===== src/debug_pkg.sv =====
`default_nettype none

package debug_pkg;

    ////////////////////////////////////////////////////////////////////////////
    // instruction word, seen as bytes while loading and as fields afterwards
    ////////////////////////////////////////////////////////////////////////////

    typedef struct packed
    {
        logic [5:0]  opcode;  // top six bits
        logic [25:0] rest;
    } instr_fields_t;

    typedef union packed
    {
        logic [3:0][7:0] bytes;   // bytes[0] is the first byte received
        instr_fields_t   fields;
    } instr_word_t;

    localparam logic [5:0] end_opcode = 6'b11_1111;  // marks the last program word

    ////////////////////////////////////////////////////////////////////////////
    // command bytes from the host
    ////////////////////////////////////////////////////////////////////////////

    localparam logic [7:0] cmd_start      = 8'd1;
    localparam logic [7:0] cmd_continuous = 8'd2;
    localparam logic [7:0] cmd_step_mode  = 8'd3;
    localparam logic [7:0] cmd_reprogram  = 8'd5;
    localparam logic [7:0] cmd_step       = 8'd6;

    // control FSM states
    typedef enum logic [2:0]
    {
        idle,
        programming,
        waiting,
        step_mode,
        continuous,
        sending
    } ctrl_state_t;

endpackage

`default_nettype wire


===== src/rx_byte_decode.sv =====
`timescale 1ns/10ps
`default_nettype none

module rx_byte_decode
(
    input  wire logic       clk,
    input  wire logic       reset,
    input  wire logic       rx_done_tick,
    input  wire logic [7:0] rx_data,
    output logic            byte_valid,
    output logic [7:0]      byte_data,
    output logic            is_start,
    output logic            is_continuous,
    output logic            is_step_mode,
    output logic            is_reprogram,
    output logic            is_step
);
    import debug_pkg::*;

    logic rx_prev;  // receive tick, one cycle late
    logic rx_edge;

    // the uart holds the tick for several cycles, only the rise counts
    assign rx_edge = rx_done_tick & ~rx_prev;

    always_ff @(posedge clk)
    begin
        if (reset)
        begin
            rx_prev       <= 1'b0;
            byte_valid    <= 1'b0;
            byte_data     <= 8'h00;
            is_start      <= 1'b0;
            is_continuous <= 1'b0;
            is_step_mode  <= 1'b0;
            is_reprogram  <= 1'b0;
            is_step       <= 1'b0;
        end
        else
        begin
            rx_prev    <= rx_done_tick;
            byte_valid <= rx_edge;
            if (rx_edge)
                byte_data <= rx_data;  // held until the next byte

            // classify once here, flags line up with byte_valid
            is_start      <= rx_edge && (rx_data == cmd_start);
            is_continuous <= rx_edge && (rx_data == cmd_continuous);
            is_step_mode  <= rx_edge && (rx_data == cmd_step_mode);
            is_reprogram  <= rx_edge && (rx_data == cmd_reprogram);
            is_step       <= rx_edge && (rx_data == cmd_step);
        end
    end

endmodule

`default_nettype wire


===== src/instr_loader.sv =====
`timescale 1ns/10ps
`default_nettype none

module instr_loader
#(
    parameter int addr_width = 8
)
(
    input  wire logic                  clk,
    input  wire logic                  reset,
    input  wire logic                  load_en,
    input  wire logic                  byte_valid,
    input  wire logic [7:0]            byte_data,
    output logic [addr_width-1:0]      mem_addr,
    output debug_pkg::instr_word_t     mem_word,
    output logic                       mem_wr,
    output logic                       load_done
);
    import debug_pkg::*;

    logic [1:0] byte_cnt;  // position of the next byte in the word

    ////////////////////////////////////////////////////////////////////////////
    // word assembly, least significant byte first
    ////////////////////////////////////////////////////////////////////////////

    always_ff @(posedge clk)
    begin
        if (reset)
        begin
            byte_cnt <= 2'd0;
            mem_addr <= '0;
            mem_word <= '0;
            mem_wr   <= 1'b0;
        end
        else
        begin
            mem_wr <= 1'b0;  // single cycle strobe
            if (!load_en)
            begin
                // next load starts again at word zero
                byte_cnt <= 2'd0;
                mem_addr <= '0;
            end
            else
            begin
                if (mem_wr)
                    mem_addr <= mem_addr + 1'b1;  // advance once the write is done
                if (byte_valid)
                begin
                    mem_word.bytes[byte_cnt] <= byte_data;
                    byte_cnt                 <= byte_cnt + 2'd1;
                    if (byte_cnt == 2'd3)
                        mem_wr <= 1'b1;  // word complete next cycle
                end
            end
        end
    end

    // end word is detected while it is being written
    assign load_done = mem_wr && (mem_word.fields.opcode == end_opcode);

endmodule

`default_nettype wire


===== src/status_sender.sv =====
`timescale 1ns/10ps
`default_nettype none

module status_sender
(
    input  wire logic       clk,
    input  wire logic       reset,
    input  wire logic       send_req,
    input  wire logic [7:0] pc_byte,
    input  wire logic       tx_done_tick,
    output logic            tx_start,
    output logic [7:0]      data_out,
    output logic            send_done
);

    logic tx_prev;  // transmit done, one cycle late
    logic tx_edge;

    assign tx_edge = tx_done_tick & ~tx_prev;

    always_ff @(posedge clk)
    begin
        if (reset)
        begin
            tx_prev   <= 1'b0;
            tx_start  <= 1'b0;
            data_out  <= 8'h00;
            send_done <= 1'b0;
        end
        else
        begin
            tx_prev   <= tx_done_tick;
            send_done <= 1'b0;

            if (send_req)
            begin
                data_out <= pc_byte;  // stays put for the whole transfer
                tx_start <= 1'b1;
            end
            else if (tx_start && tx_edge)
            begin
                // uart finished, release and tell the FSM
                tx_start  <= 1'b0;
                send_done <= 1'b1;
            end
        end
    end

endmodule

`default_nettype wire


===== src/debug_control.sv =====
`timescale 1ns/10ps
`default_nettype none

module debug_control
(
    input  wire logic clk,
    input  wire logic reset,
    input  wire logic halt,
    input  wire logic byte_valid,
    input  wire logic is_start,
    input  wire logic is_continuous,
    input  wire logic is_step_mode,
    input  wire logic is_reprogram,
    input  wire logic is_step,
    input  wire logic load_done,
    input  wire logic send_done,
    output logic      load_en,
    output logic      send_req,
    output logic      cpu_clk_en,
    output logic      debug
);
    import debug_pkg::*;

    ctrl_state_t state;
    ctrl_state_t state_next;
    logic        req_issued;  // one status byte per visit to sending
    logic        step_hit;

    assign step_hit = (state == step_mode) && byte_valid && is_step;

    ////////////////////////////////////////////////////////////////////////////
    // next state
    ////////////////////////////////////////////////////////////////////////////

    always_comb
    begin
        state_next = state;
        case (state)
            idle:
                if (byte_valid && is_start)
                    state_next = programming;  // everything else ignored
            programming:
                if (load_done)
                    state_next = waiting;
            waiting:
                if (byte_valid)
                begin
                    if (is_continuous)
                        state_next = continuous;
                    else if (is_step_mode)
                        state_next = step_mode;
                    else if (is_reprogram)
                        state_next = idle;
                    else
                        state_next = idle;  // unknown byte also restarts
                end
            step_mode:
                if (step_hit)
                    state_next = sending;
            continuous:
                if (halt)
                    state_next = sending;
            sending:
                if (send_done)
                    state_next = halt ? waiting : step_mode;
            default:
                state_next = idle;
        endcase
    end

    ////////////////////////////////////////////////////////////////////////////
    // registers
    ////////////////////////////////////////////////////////////////////////////

    always_ff @(posedge clk)
    begin
        if (reset)
        begin
            state      <= idle;
            cpu_clk_en <= 1'b0;
            send_req   <= 1'b0;
            req_issued <= 1'b0;
        end
        else
        begin
            state <= state_next;
            // free running in continuous, one pulse per step
            cpu_clk_en <= (state_next == continuous) || step_hit;

            // request goes out after the step clock has passed
            send_req <= (state == sending) && !req_issued;
            if (state != sending)
                req_issued <= 1'b0;
            else
                req_issued <= 1'b1;
        end
    end

    assign load_en = (state == programming);
    assign debug   = (state == programming);  // program memory being written

endmodule

`default_nettype wire


===== src/debug_unit.sv =====
`timescale 1ns/10ps
`default_nettype none

module debug_unit
#(
    parameter int addr_width = 8
)
(
    input  wire logic              clk,
    input  wire logic              reset,
    input  wire logic              rx_done_tick,
    input  wire logic [7:0]        rx_data,
    input  wire logic              tx_done_tick,
    input  wire logic              halt,
    input  wire logic [7:0]        pc_byte,
    output logic                   tx_start,
    output logic [7:0]             data_out,
    output logic                   cpu_clk_en,
    output logic                   debug,
    output logic [addr_width-1:0]  mem_addr,
    output debug_pkg::instr_word_t mem_word,
    output logic                   mem_wr
);

    // decoded receive side
    logic       byte_valid;
    logic [7:0] byte_data;
    logic       is_start;
    logic       is_continuous;
    logic       is_step_mode;
    logic       is_reprogram;
    logic       is_step;

    // control handshakes
    logic load_en;
    logic load_done;
    logic send_req;
    logic send_done;

    rx_byte_decode i_rx_byte_decode
    (
        .clk           (clk),
        .reset         (reset),
        .rx_done_tick  (rx_done_tick),
        .rx_data       (rx_data),
        .byte_valid    (byte_valid),
        .byte_data     (byte_data),
        .is_start      (is_start),
        .is_continuous (is_continuous),
        .is_step_mode  (is_step_mode),
        .is_reprogram  (is_reprogram),
        .is_step       (is_step)
    );

    instr_loader #(.addr_width(addr_width)) i_instr_loader
    (
        .clk        (clk),
        .reset      (reset),
        .load_en    (load_en),
        .byte_valid (byte_valid),
        .byte_data  (byte_data),
        .mem_addr   (mem_addr),
        .mem_word   (mem_word),
        .mem_wr     (mem_wr),
        .load_done  (load_done)
    );

    status_sender i_status_sender
    (
        .clk          (clk),
        .reset        (reset),
        .send_req     (send_req),
        .pc_byte      (pc_byte),
        .tx_done_tick (tx_done_tick),
        .tx_start     (tx_start),
        .data_out     (data_out),
        .send_done    (send_done)
    );

    debug_control i_debug_control
    (
        .clk           (clk),
        .reset         (reset),
        .halt          (halt),
        .byte_valid    (byte_valid),
        .is_start      (is_start),
        .is_continuous (is_continuous),
        .is_step_mode  (is_step_mode),
        .is_reprogram  (is_reprogram),
        .is_step       (is_step),
        .load_done     (load_done),
        .send_done     (send_done),
        .load_en       (load_en),
        .send_req      (send_req),
        .cpu_clk_en    (cpu_clk_en),
        .debug         (debug)
    );

endmodule

`default_nettype wire


===== config.mk =====
export PLATFORM = sky130hd
export DESIGN_NAME = debug_unit
export DESIGN_NICKNAME = d
export VERILOG_FILES = /design/src/debug_pkg.sv /design/src/rx_byte_decode.sv /design/src/instr_loader.sv /design/src/status_sender.sv /design/src/debug_control.sv /design/src/debug_unit.sv
export SDC_FILE = /design/constraint.sdc
export NUM_CORES = 1
export LEC_CHECK = 0
export BUFFER_PORTS_ARGS = -buffer_cell sky130_fd_sc_hd__clkbuf_2
export CAP_MARGIN = 30
export CORE_MARGIN = 2
export CORE_UTILIZATION = 52
export DETAILED_ROUTE_END_ITERATION = 10
export PLACE_DENSITY = 0.88
export SLEW_MARGIN = 20
export SYNTH_ARGS = -nofsm -noshare
export SYNTH_HDL_FRONTEND = slang
export SYNTH_SLANG_ARGS = --single-unit

===== constraint.sdc =====
create_clock -name clk -period 1.65 [get_ports clk]
set_clock_uncertainty 0.1 [all_clocks]
set_input_delay 0.4125 -clock clk [delete_from_list [all_inputs] [get_ports clk]]
set_output_delay 0.4125 -clock clk [all_outputs]
set_load 0.05 [all_outputs]

======== After elaboration in Yosys (flattened, before gate mapping) ========
Cells that the tools add are included.
cells by class
  reduce and logical (&&, ||, !) cells .... 19
  bitwise logic cells ..................... 6
  muxes and demuxes ....................... 18
  eq/ne operators ......................... 13
  $lt $le $gt $ge ......................... 2
  add/sub/neg operators ................... 2
operators by type and width
  kind                                                        count
  bitwise mux 32 bit                                          1
  two-way mux 3 bit                                           7
  one-hot mux 3 bit (6 select lines)                          1
  demux 8 bit (select 2 bit)                                  1
  equality test 8 x 2 -> 1 bit, second input constant         2
  logical AND 1 bit                                           11
  equality test 3 bit, second input constant                  3
  adder 8 x 1 -> 8 bit, second input constant                 1
  equality test 8 x 1 -> 1 bit, second input constant         1
  equality test 8 x 3 -> 1 bit, second input constant         1
  two-way mux 8 bit                                           1
  equality test 3 x 2 -> 1 bit, second input constant         2
  equality test 6 bit, second input constant                  1
  two-way mux 1 bit                                           6
  NOT 1 bit                                                   4
  OR reduction 2 bit                                          2
  equality test 3 x 1 -> 1 bit, second input constant         1
  zero test 3 bit                                             1
  less-than comparator 2 x 3 -> 1 bit, second input constant  1
  != test 3 bit, second input constant                        1
  OR reduction 3 bit                                          1
  adder 2 x 1 -> 2 bit, second input constant                 1
  AND 1 bit                                                   2
  equality test 2 bit, second input constant                  1
  6 further kinds                                             6
storage, ports and cells
  word-level logic and storage cells ...... 79
  output and inout port bits .............. 52
  register bits after elaboration ......... 74
  input bits .............................. 21

======== Depth between registers and ports, before layout ========
Gate-level depths: netlist (run 1).
  depth in word-level cells ............... 7
  gate-level depth with buffers ........... 6

======== Cells and area by module ========
A second synthesis (run 1) with hierarchy kept.
unflattened totals
  cells, all modules ...................... 302
  area, all modules ....................... 2,885.3 um2
modules (own cells, without submodules)
  module          area each (um2)  cells each  times used
  instr_loader    1,651.6          171         1
  rx_byte_decode  531.8            56          1
  status_sender   382.9            35          1
  debug_control   319.1            40          1

======== Worst setup path before layout (run 1) ========
OpenSTA, ideal clock, no wires.
  kind .................................... register to register
  start point ............................. register i_debug_control.state[0]
  end point ............................... register i_instr_loader.mem_addr[1]
  clock period less this slack ............ 1,767 ps
  setup slack ............................. -117 ps
  required time ........................... 1,484 ps
  library setup time ...................... 66 ps
  arrival ................................. 1,601 ps
  stages on the path, launching flop included .. 6
  path through ............................ dfxtp_1 > buf_2 > nor3b_2 > nand2b_1 > clkbuf_1 > nor2_1
between the ends
  longest elaborated chain between the ends .. 3
RTL lines
  what                          line                 text
  start, declared               debug_control.sv:24  ctrl_state_t state;
  start signal, assigned        debug_control.sv:79  state <= idle;
  start signal, assigned        debug_control.sv:86  state <= state_next;
  equality test 3 x 1 -> 1 bit  --
  named net debug               debug_unit.sv:19     output logic debug,
  NOT 1 bit (no line)           --
  OR reduction 2 bit (no line)  --
  end signal, assigned          instr_loader.sv:48   mem_addr <= mem_addr + 1'b1;
  end, declared                 instr_loader.sv:14   output logic [addr_width-1:0] mem_addr,
The timed path passes the listed nets, and every way through them passes these cells.
A chain may end at the register's enable or synchronous reset.

======== Final worst setup path (run 1) ========
  start point ............................. register i_debug_control.state[1]
  end point ............................... output debug
between the ends
  longest elaborated chain between the ends .. 1
RTL lines
  what                          line                  text
  equality test 3 x 1 -> 1 bit  debug_control.sv:100  assign debug = (state == programming);
  end, declared                 debug_unit.sv:19
Every way passes these cells.

==> flow_summary_export.csv, run 1 <==
group,metric,value,unit
detailed_routing,vias,2506,
yosys,syn-num-nets,356,
grt,antenna_found_initial,0,
floorplanning,coreArea,0.005205,mm²
worst_setup_path,crit_required,1140,ps
worst_setup_path,cp_top_family,"flip-flops",
power,ir_drop,582.0,µV
detailed_routing,drc,0,
placed_design,globalplace.congestion,0.7948,
timing,rsz0062_at_grt,"true",
yosys,synth-seq-cells,74,
yosys,synth-simple-area-share,0.2581,
worst_setup_path,path_class,"reg2out",
timing,drv_slew,0,
yosys,ys_types,38,
floorplanning,num_rows,26,
clocking,cts_htree_levels,3,
worst_setup_path,cpMaxStageDelayCell,"dfxtp_4",
timing,fmax,612.2,MHz
layout,drive_gt1_frac,0.2630,
detailed_routing,drt_pass1_iterations,4,
yosys,synth_top_area_share,0.5198,
placed_design,io_buffers,72,
layout,antenna_cells,0,
floorplanning,io_pins,73,
worst_setup_path,max_stage_delay,360,ps
clocking,clock-sinks,74,
grt,grtUsageTotal,0.2170,
run_status,status,"complete, no violations",
timing,tns,0,ps
grt,grt_max_degree,37,
layout,stdcell_area,0.003543,mm²
worst_setup_path,crit_path_end_kind,"output port",
yosys,synth_warnings,0,
grt,grt_pass1_wl,10.40,mm
worst_setup_path,critical_path_arrival,1120,ps
clocking,cts_made_buffers,9,
clocking,clk_path_buf_depth,2,
worst_setup_path,crit_chain,"nor3b_4 -> buf_8",
placed_design,place_area,0.003267,mm²
worst_setup_path,cp_max_fo,2,
detailed_routing,viasPerCell,5.298,
yosys,synthXorXnorAreaFrac,0.02458,
yosys,synthArstFlopShare,0,
floorplanning,initial_core_util,0.5476,
timing,maxSlewHeadroom,0.6721,
layout,fill_cells,416,
yosys,syn_area,0.002850,mm²
timing,fin_crit,1633,ps
yosys,ys_seq_area_frac,0.5198,
layout,area_growth,24.32,%
placed_design,dpl.hpwl,4.475,mm
clocking,clk_latency,350,ps
yosys,synth_area_per_cell,8.637,µm²
power,power.static_leakage,1.423,nW
clocking,clk_pin_slew,70,ps
yosys,synth_edf_count,0,
timing,hold_viol,0,
floorplanning,fp.dieW,78.04,µm
yosys,synth_top_family_by_area,"simple AND/OR/NAND/NOR gates",
detailed_routing,routed_wl,6.307,mm
detailed_routing,post_drt_wl_per_cell,13.33,µm
timing,period_share,0.9900,
yosys,synth_compound_area_frac,0.09745,
timing,whs,165.8,ps
clocking,clockRootBuffer,"clkbuf_8",
clocking,tritoncts,"done",
worst_setup_path,worstSetupStartpointType,"register",
floorplanning,die_area,0.006089,mm²
timing,worst-slew-pin-transition,490.8,ps
timing,finalSetupViolCount,0,
worst_setup_path,crit_buf_inv,1,
grt,gr-total-overflow,0,
floorplanning,fp.dieH,78.04,µm
job,cap_violations,0,
power,p_total,0.003597,W
yosys,yosys.area_share.adder,0.02195,
clocking,postCtsHoldBufs,0,
yosys,synth_area_leader_cell,"dfxtp_1",
yosys,synth_ff_type,"dfxtp_1",
grt,grt_pass1_vias,2290,
detailed_routing,drt_iter0_markers,232,
layout,final_nets,425,
yosys,synthCells,330,
detailed_routing,ant_nets,0,
yosys,muxShareOfSynthArea,0.03512,
power,power.density,1015,mW/mm²
worst_hold_path,hp-class,"in2reg",
yosys,synth.area.top_cells,"dfxtp_1, a21oi_1, nand2_1",
what timing repair did:
item,CTS,global route
gates resized for setup,6,5
buffers inserted,2,0
setup endpoints to repair,1,19
pin swaps,1,0
gates cloned,0,0
layout by cell type (no fill, tap or decap), types with 2 or more instances in the layout:
cell	instances
nand2_2	4
buf_4	9
ha_1	5
buf_2	2
nor3_1	4
xor2_1	6
nand3_1	36
mux2i_1	10
nand3b_1	3
nand4_1	5
nor2b_1	4
a21oi_1	44
xnor2_1	2
dfxtp_2	3
and4_1	2
inv_1	3
dfxtp_1	70
nand2b_1	6
nor2_1	29
clkbuf_8	10
clkbuf_2	69
bufinv_16	3
nand2_1	52
power breakdown:
| part | switching (W) | total [W] | internal (W) |
|---|---|---|---|
| Sequential | 0.0000199 | 0.00182 | 0.00180 |
| Combinational | 0.0000578 | 0.0000985 | 0.0000407 |
| Clock | 0.000647 | 0.00168 | 0.00103 |
Yosys cell counts (5+ instances only):
cell type	count
mux2i_1	10
nor2_1	29
nand2_1	54
clkbuf_1	13
dfxtp_1	74
nand2b_1	6
nand3_1	36
ha_1	5
a21oi_1	44
buf_2	5
xor2_1	6
nand4_1	5
per-layer routing:
| metal | global-route usage | part of all wire | wire [µm] |
|---|---|---|---|
| met1 | 0.2640 | 0.43 | 2702 |
| met2 | 0.3586 | 0.49 | 3076 |
| met3 | 0.05287 | 0.068 | 429 |
| met4 | 0.1088 | 0.016 | 99 |
| met5 | 0 | 0 | 0 |
cell type report:
class | instances | area, µm² | area share
clock inverters | 5 | 102.6 | 0.02895
well taps | 70 | 87.58 | 0.02472
clock buffers | 10 | 137.6 | 0.03884
inverters | 3 | 11.26 | 0.003178
repair buffers | 82 | 457.9 | 0.1292
flip-flops and latches | 74 | 1489 | 0.4202
multi-input cells | 229 | 1257 | 0.3549
cell families (layout without fill, tap and decap cells):
family | Yosys count | in the layout
AO/OA/AOI/OAI | 52 | 52
XOR/XNOR | 8 | 8
adder cells (fa/ha/maj) | 5 | 5
buffers and inverters | 27 | 100
flip-flops | 74 | 74
multiplexers | 10 | 10
AND/OR/NAND/NOR | 154 | 154
worst reg2reg max path: cells and delay by family (launching register included):
| family | cells | cell delay, ps |
|---|---|---|
| simple gates | 3 | 560 |
| flops | 1 | 360 |
| buf+inv | 2 | 340 |
| compound gates | 1 | 80 |
sequential cells by signal, indices dropped and copies added (netlist names), 2 cells and up:
register / cells
i_instr_loader.mem_addr: 8
i_instr_loader.mem_word: 32
i_debug_control.state: 3
i_rx_byte_decode.byte_data: 8
i_status_sender.data_out: 8
i_instr_loader.byte_cnt: 2
per-stage QoR:
| stage | setup slack [ps] | util | cells |
|---|---|---|---|
| global placement | 164.0 | 0.6276 | 456 |
| CTS | -11.60 | 0.6796 | 473 |
| floorplan | 85.81 | - | 330 |
| global route | -8.409 | 0.6808 | 473 |
| finish | 16.52 | 0.6808 | 473 |
| detailed placement | 48.29 | 0.6276 | 456 |
worst paths after layout:
path	slack (ps)	end	startpoint	depth (start not counted)
setup / recovery	20	debug	i_debug_control.state[1]$_SDFF_PP0_	2
hold / removal	170	i_rx_byte_decode.is_continuous$_SDFF_PP0_	rx_data[2]	2
setup reg to reg	80	i_instr_loader.mem_word[3]$_SDFFE_PP0P_	i_debug_control.state[1]$_SDFF_PP0_	6
hold reg to reg	310	i_debug_control.send_req$_SDFF_PP0_	i_debug_control.req_issued$_SDFF_PP0_	1
No activity file was read; power rests on OpenSTA's default activity.
==> run 2, diff against run 1 <==
- REMOVE_ABC_BUFFERS: default -> 1
==> flow_summary_export.csv, run 2 (synthesized netlist as in run 1, its figures left out) <==
group,metric,value,unit
worst_hold_path,hold_end,"i_rx_byte_decode.is_continuous$_SDFF_PP0_",
worst_setup_path,crit_required,1140,ps
timing,fmax,611.7,MHz
layout,largest_reg_flops,32,
layout,final_nets,429,
floorplanning,fp.dieW,78.04,µm
timing,whs,189.1,ps
worst_setup_path,path_class,"reg2out",
layout,final_cell_mix,"dfxtp_1, clkbuf_2, nand2_1",
worst_setup_path,r2r_start,"i_debug_control.state[1]$_SDFF_PP0_",
power,power.static_leakage,1.432,nW
detailed_routing,drt_iter0_markers,289,
timing,rsz0062_at_grt,"true",
layout,drive_gt1_frac,0.2672,
detailed_routing,drt_pass1_iterations,5,
grt,antenna_found_initial,0,
detailed_routing,vias,2555,
floorplanning,die_area,0.006089,mm²
detailed_routing,routed_wl,6.550,mm
job,cap_violations,0,
floorplanning,io_pins,73,
worst_setup_path,r2r_cells,6,
layout,multi_input_area,0.001257,mm²
timing,tns,0,ps
grt,grtUsageTotal,0.2214,
layout,antenna_cells,0,
placed_design,io_buffers,72,
layout,fill_cells,411,
clocking,clk_pin_slew,70,ps
grt,grt_pass1_vias,2349,
placed_design,dpl.hpwl,4.456,mm
clocking,tritoncts,"done",
clocking,clk_path_buf_depth,2,
floorplanning,initial_core_util,0.5476,
detailed_routing,drc,0,
clocking,cts_made_buffers,9,
timing,fin_crit,1635,ps
power,ir_drop,475.9,µV
detailed_routing,ant_nets,0,
clocking,clk_latency,340,ps
worst_setup_path,r2r_slack,80,ps
worst_hold_path,worst_hold_startpoint,"rx_data[2]",
grt,gr-total-overflow,0,
layout,area_growth,24.58,%
worst_setup_path,worstReg2RegEnd,"i_instr_loader.mem_word[14]$_SDFFE_PP0P_",
timing,hold_viol,0,
detailed_routing,viasPerCell,5.345,
worst_setup_path,cp_max_fo,3,
power,power.density,961.2,mW/mm²
layout,ff_latch_area,0.001494,mm²
placed_design,dp.cells,456,
worst_setup_path,crit_path_end_kind,"output port",
floorplanning,fp.dieH,78.04,µm
timing,maxSlewHeadroom,0.6414,
layout,regMostFlops,"i_instr_loader.mem_word",
placed_design,globalplace.congestion,0.9055,
grt,grt_pass1_wl,10.69,mm
floorplanning,num_rows,26,
timing,worst-slew-pin-transition,537.2,ps
clocking,cts_htree_levels,3,
worst_setup_path,critical_path_arrival,1120,ps
worst_hold_path,worstHoldPathCells,2,
run_status,status,"complete, no violations",
timing,drv_slew,0,
clocking,clockRootBuffer,"clkbuf_8",
worst_setup_path,worstSetupStartpointType,"register",
detailed_routing,post_drt_wl_per_cell,13.70,µm
grt,grt_max_degree,37,
layout,finalNonFillerCells,478,
timing,finalSetupViolCount,0,
clocking,clock-sinks,74,
timing,period_share,0.9907,
layout,final_common_cell,"dfxtp_1",
worst_hold_path,hp-class,"in2reg",
floorplanning,coreArea,0.005205,mm²
[run 2: worst max-delay path by stage]
stage / from / to / cells after the start
final: i_debug_control.state[2]$_SDFF_PP0_ / debug / 2
after global routing: i_debug_control.state[2]$_SDFF_PP0_ / debug / 2
after CTS: i_debug_control.state[1]$_SDFF_PP0_ / debug / 2
after detailed placement: i_debug_control.state[1]$_SDFF_PP0_ / i_instr_loader.mem_word[9]$_SDFFE_PP0P_ / 5
after global placement: i_debug_control.state[0]$_SDFF_PP0_ / debug / 2
after floorplan: i_rx_byte_decode.byte_valid$_SDFF_PP0_ / i_instr_loader.mem_word[0]$_SDFFE_PP0P_ / 4
[run 2: stage by stage]
stage / utilization / cell area [µm²] / total power [W] / setup WS (ps)
floorplan: - / 2739 / 0.001883 / -299.6
global placement: 0.6262 / 3259 / 0.001955 / 170.0
detailed placement: 0.6262 / 3259 / 0.001959 / 97.01
CTS: 0.6762 / 3520 / 0.003428 / -7.293
global route: 0.6822 / 3551 / 0.003525 / -17.97
finish: 0.6822 / 3551 / 0.003413 / 15.29
[run 2: cell type report]
cell class,instances,area share
Clock buffer,11,0.03700
Clock inverter,5,0.02220
Inverter,3,0.003171
Multi-Input combinational cell,229,0.3541
Sequential cell,74,0.4207
Tap cell,70,0.02467
Timing Repair Buffer,86,0.1381
[run 2: what timing repair did]
item	CTS	global route
pin swaps	1	2
resized for setup	10	5
cloned	0	0
setup endpoints to repair	2	19
hold buffers	0	0
setup buffers	3	3
[run 2: layer usage]
layer,up-vias,GRT usage,part of all wire
met5,-,0,0
met4,0,0.08596,0.018
met3,13,0.07011,0.076
met2,106,0.3414,0.45
met1,1177,0.2908,0.45
li1,1259,-,-
[run 2: power by group]
part           internal, W  switching, W  total [W]
clock             0.000850      0.000649    0.00150
sequential         0.00179     0.0000214    0.00182
combinational    0.0000407     0.0000576  0.0000983
total              0.00269      0.000728    0.00341
[run 2: critical path: stages, from the launching register on]
cell     delay, ps
dfxtp_4        360
nor3b_4        240
buf_8          180
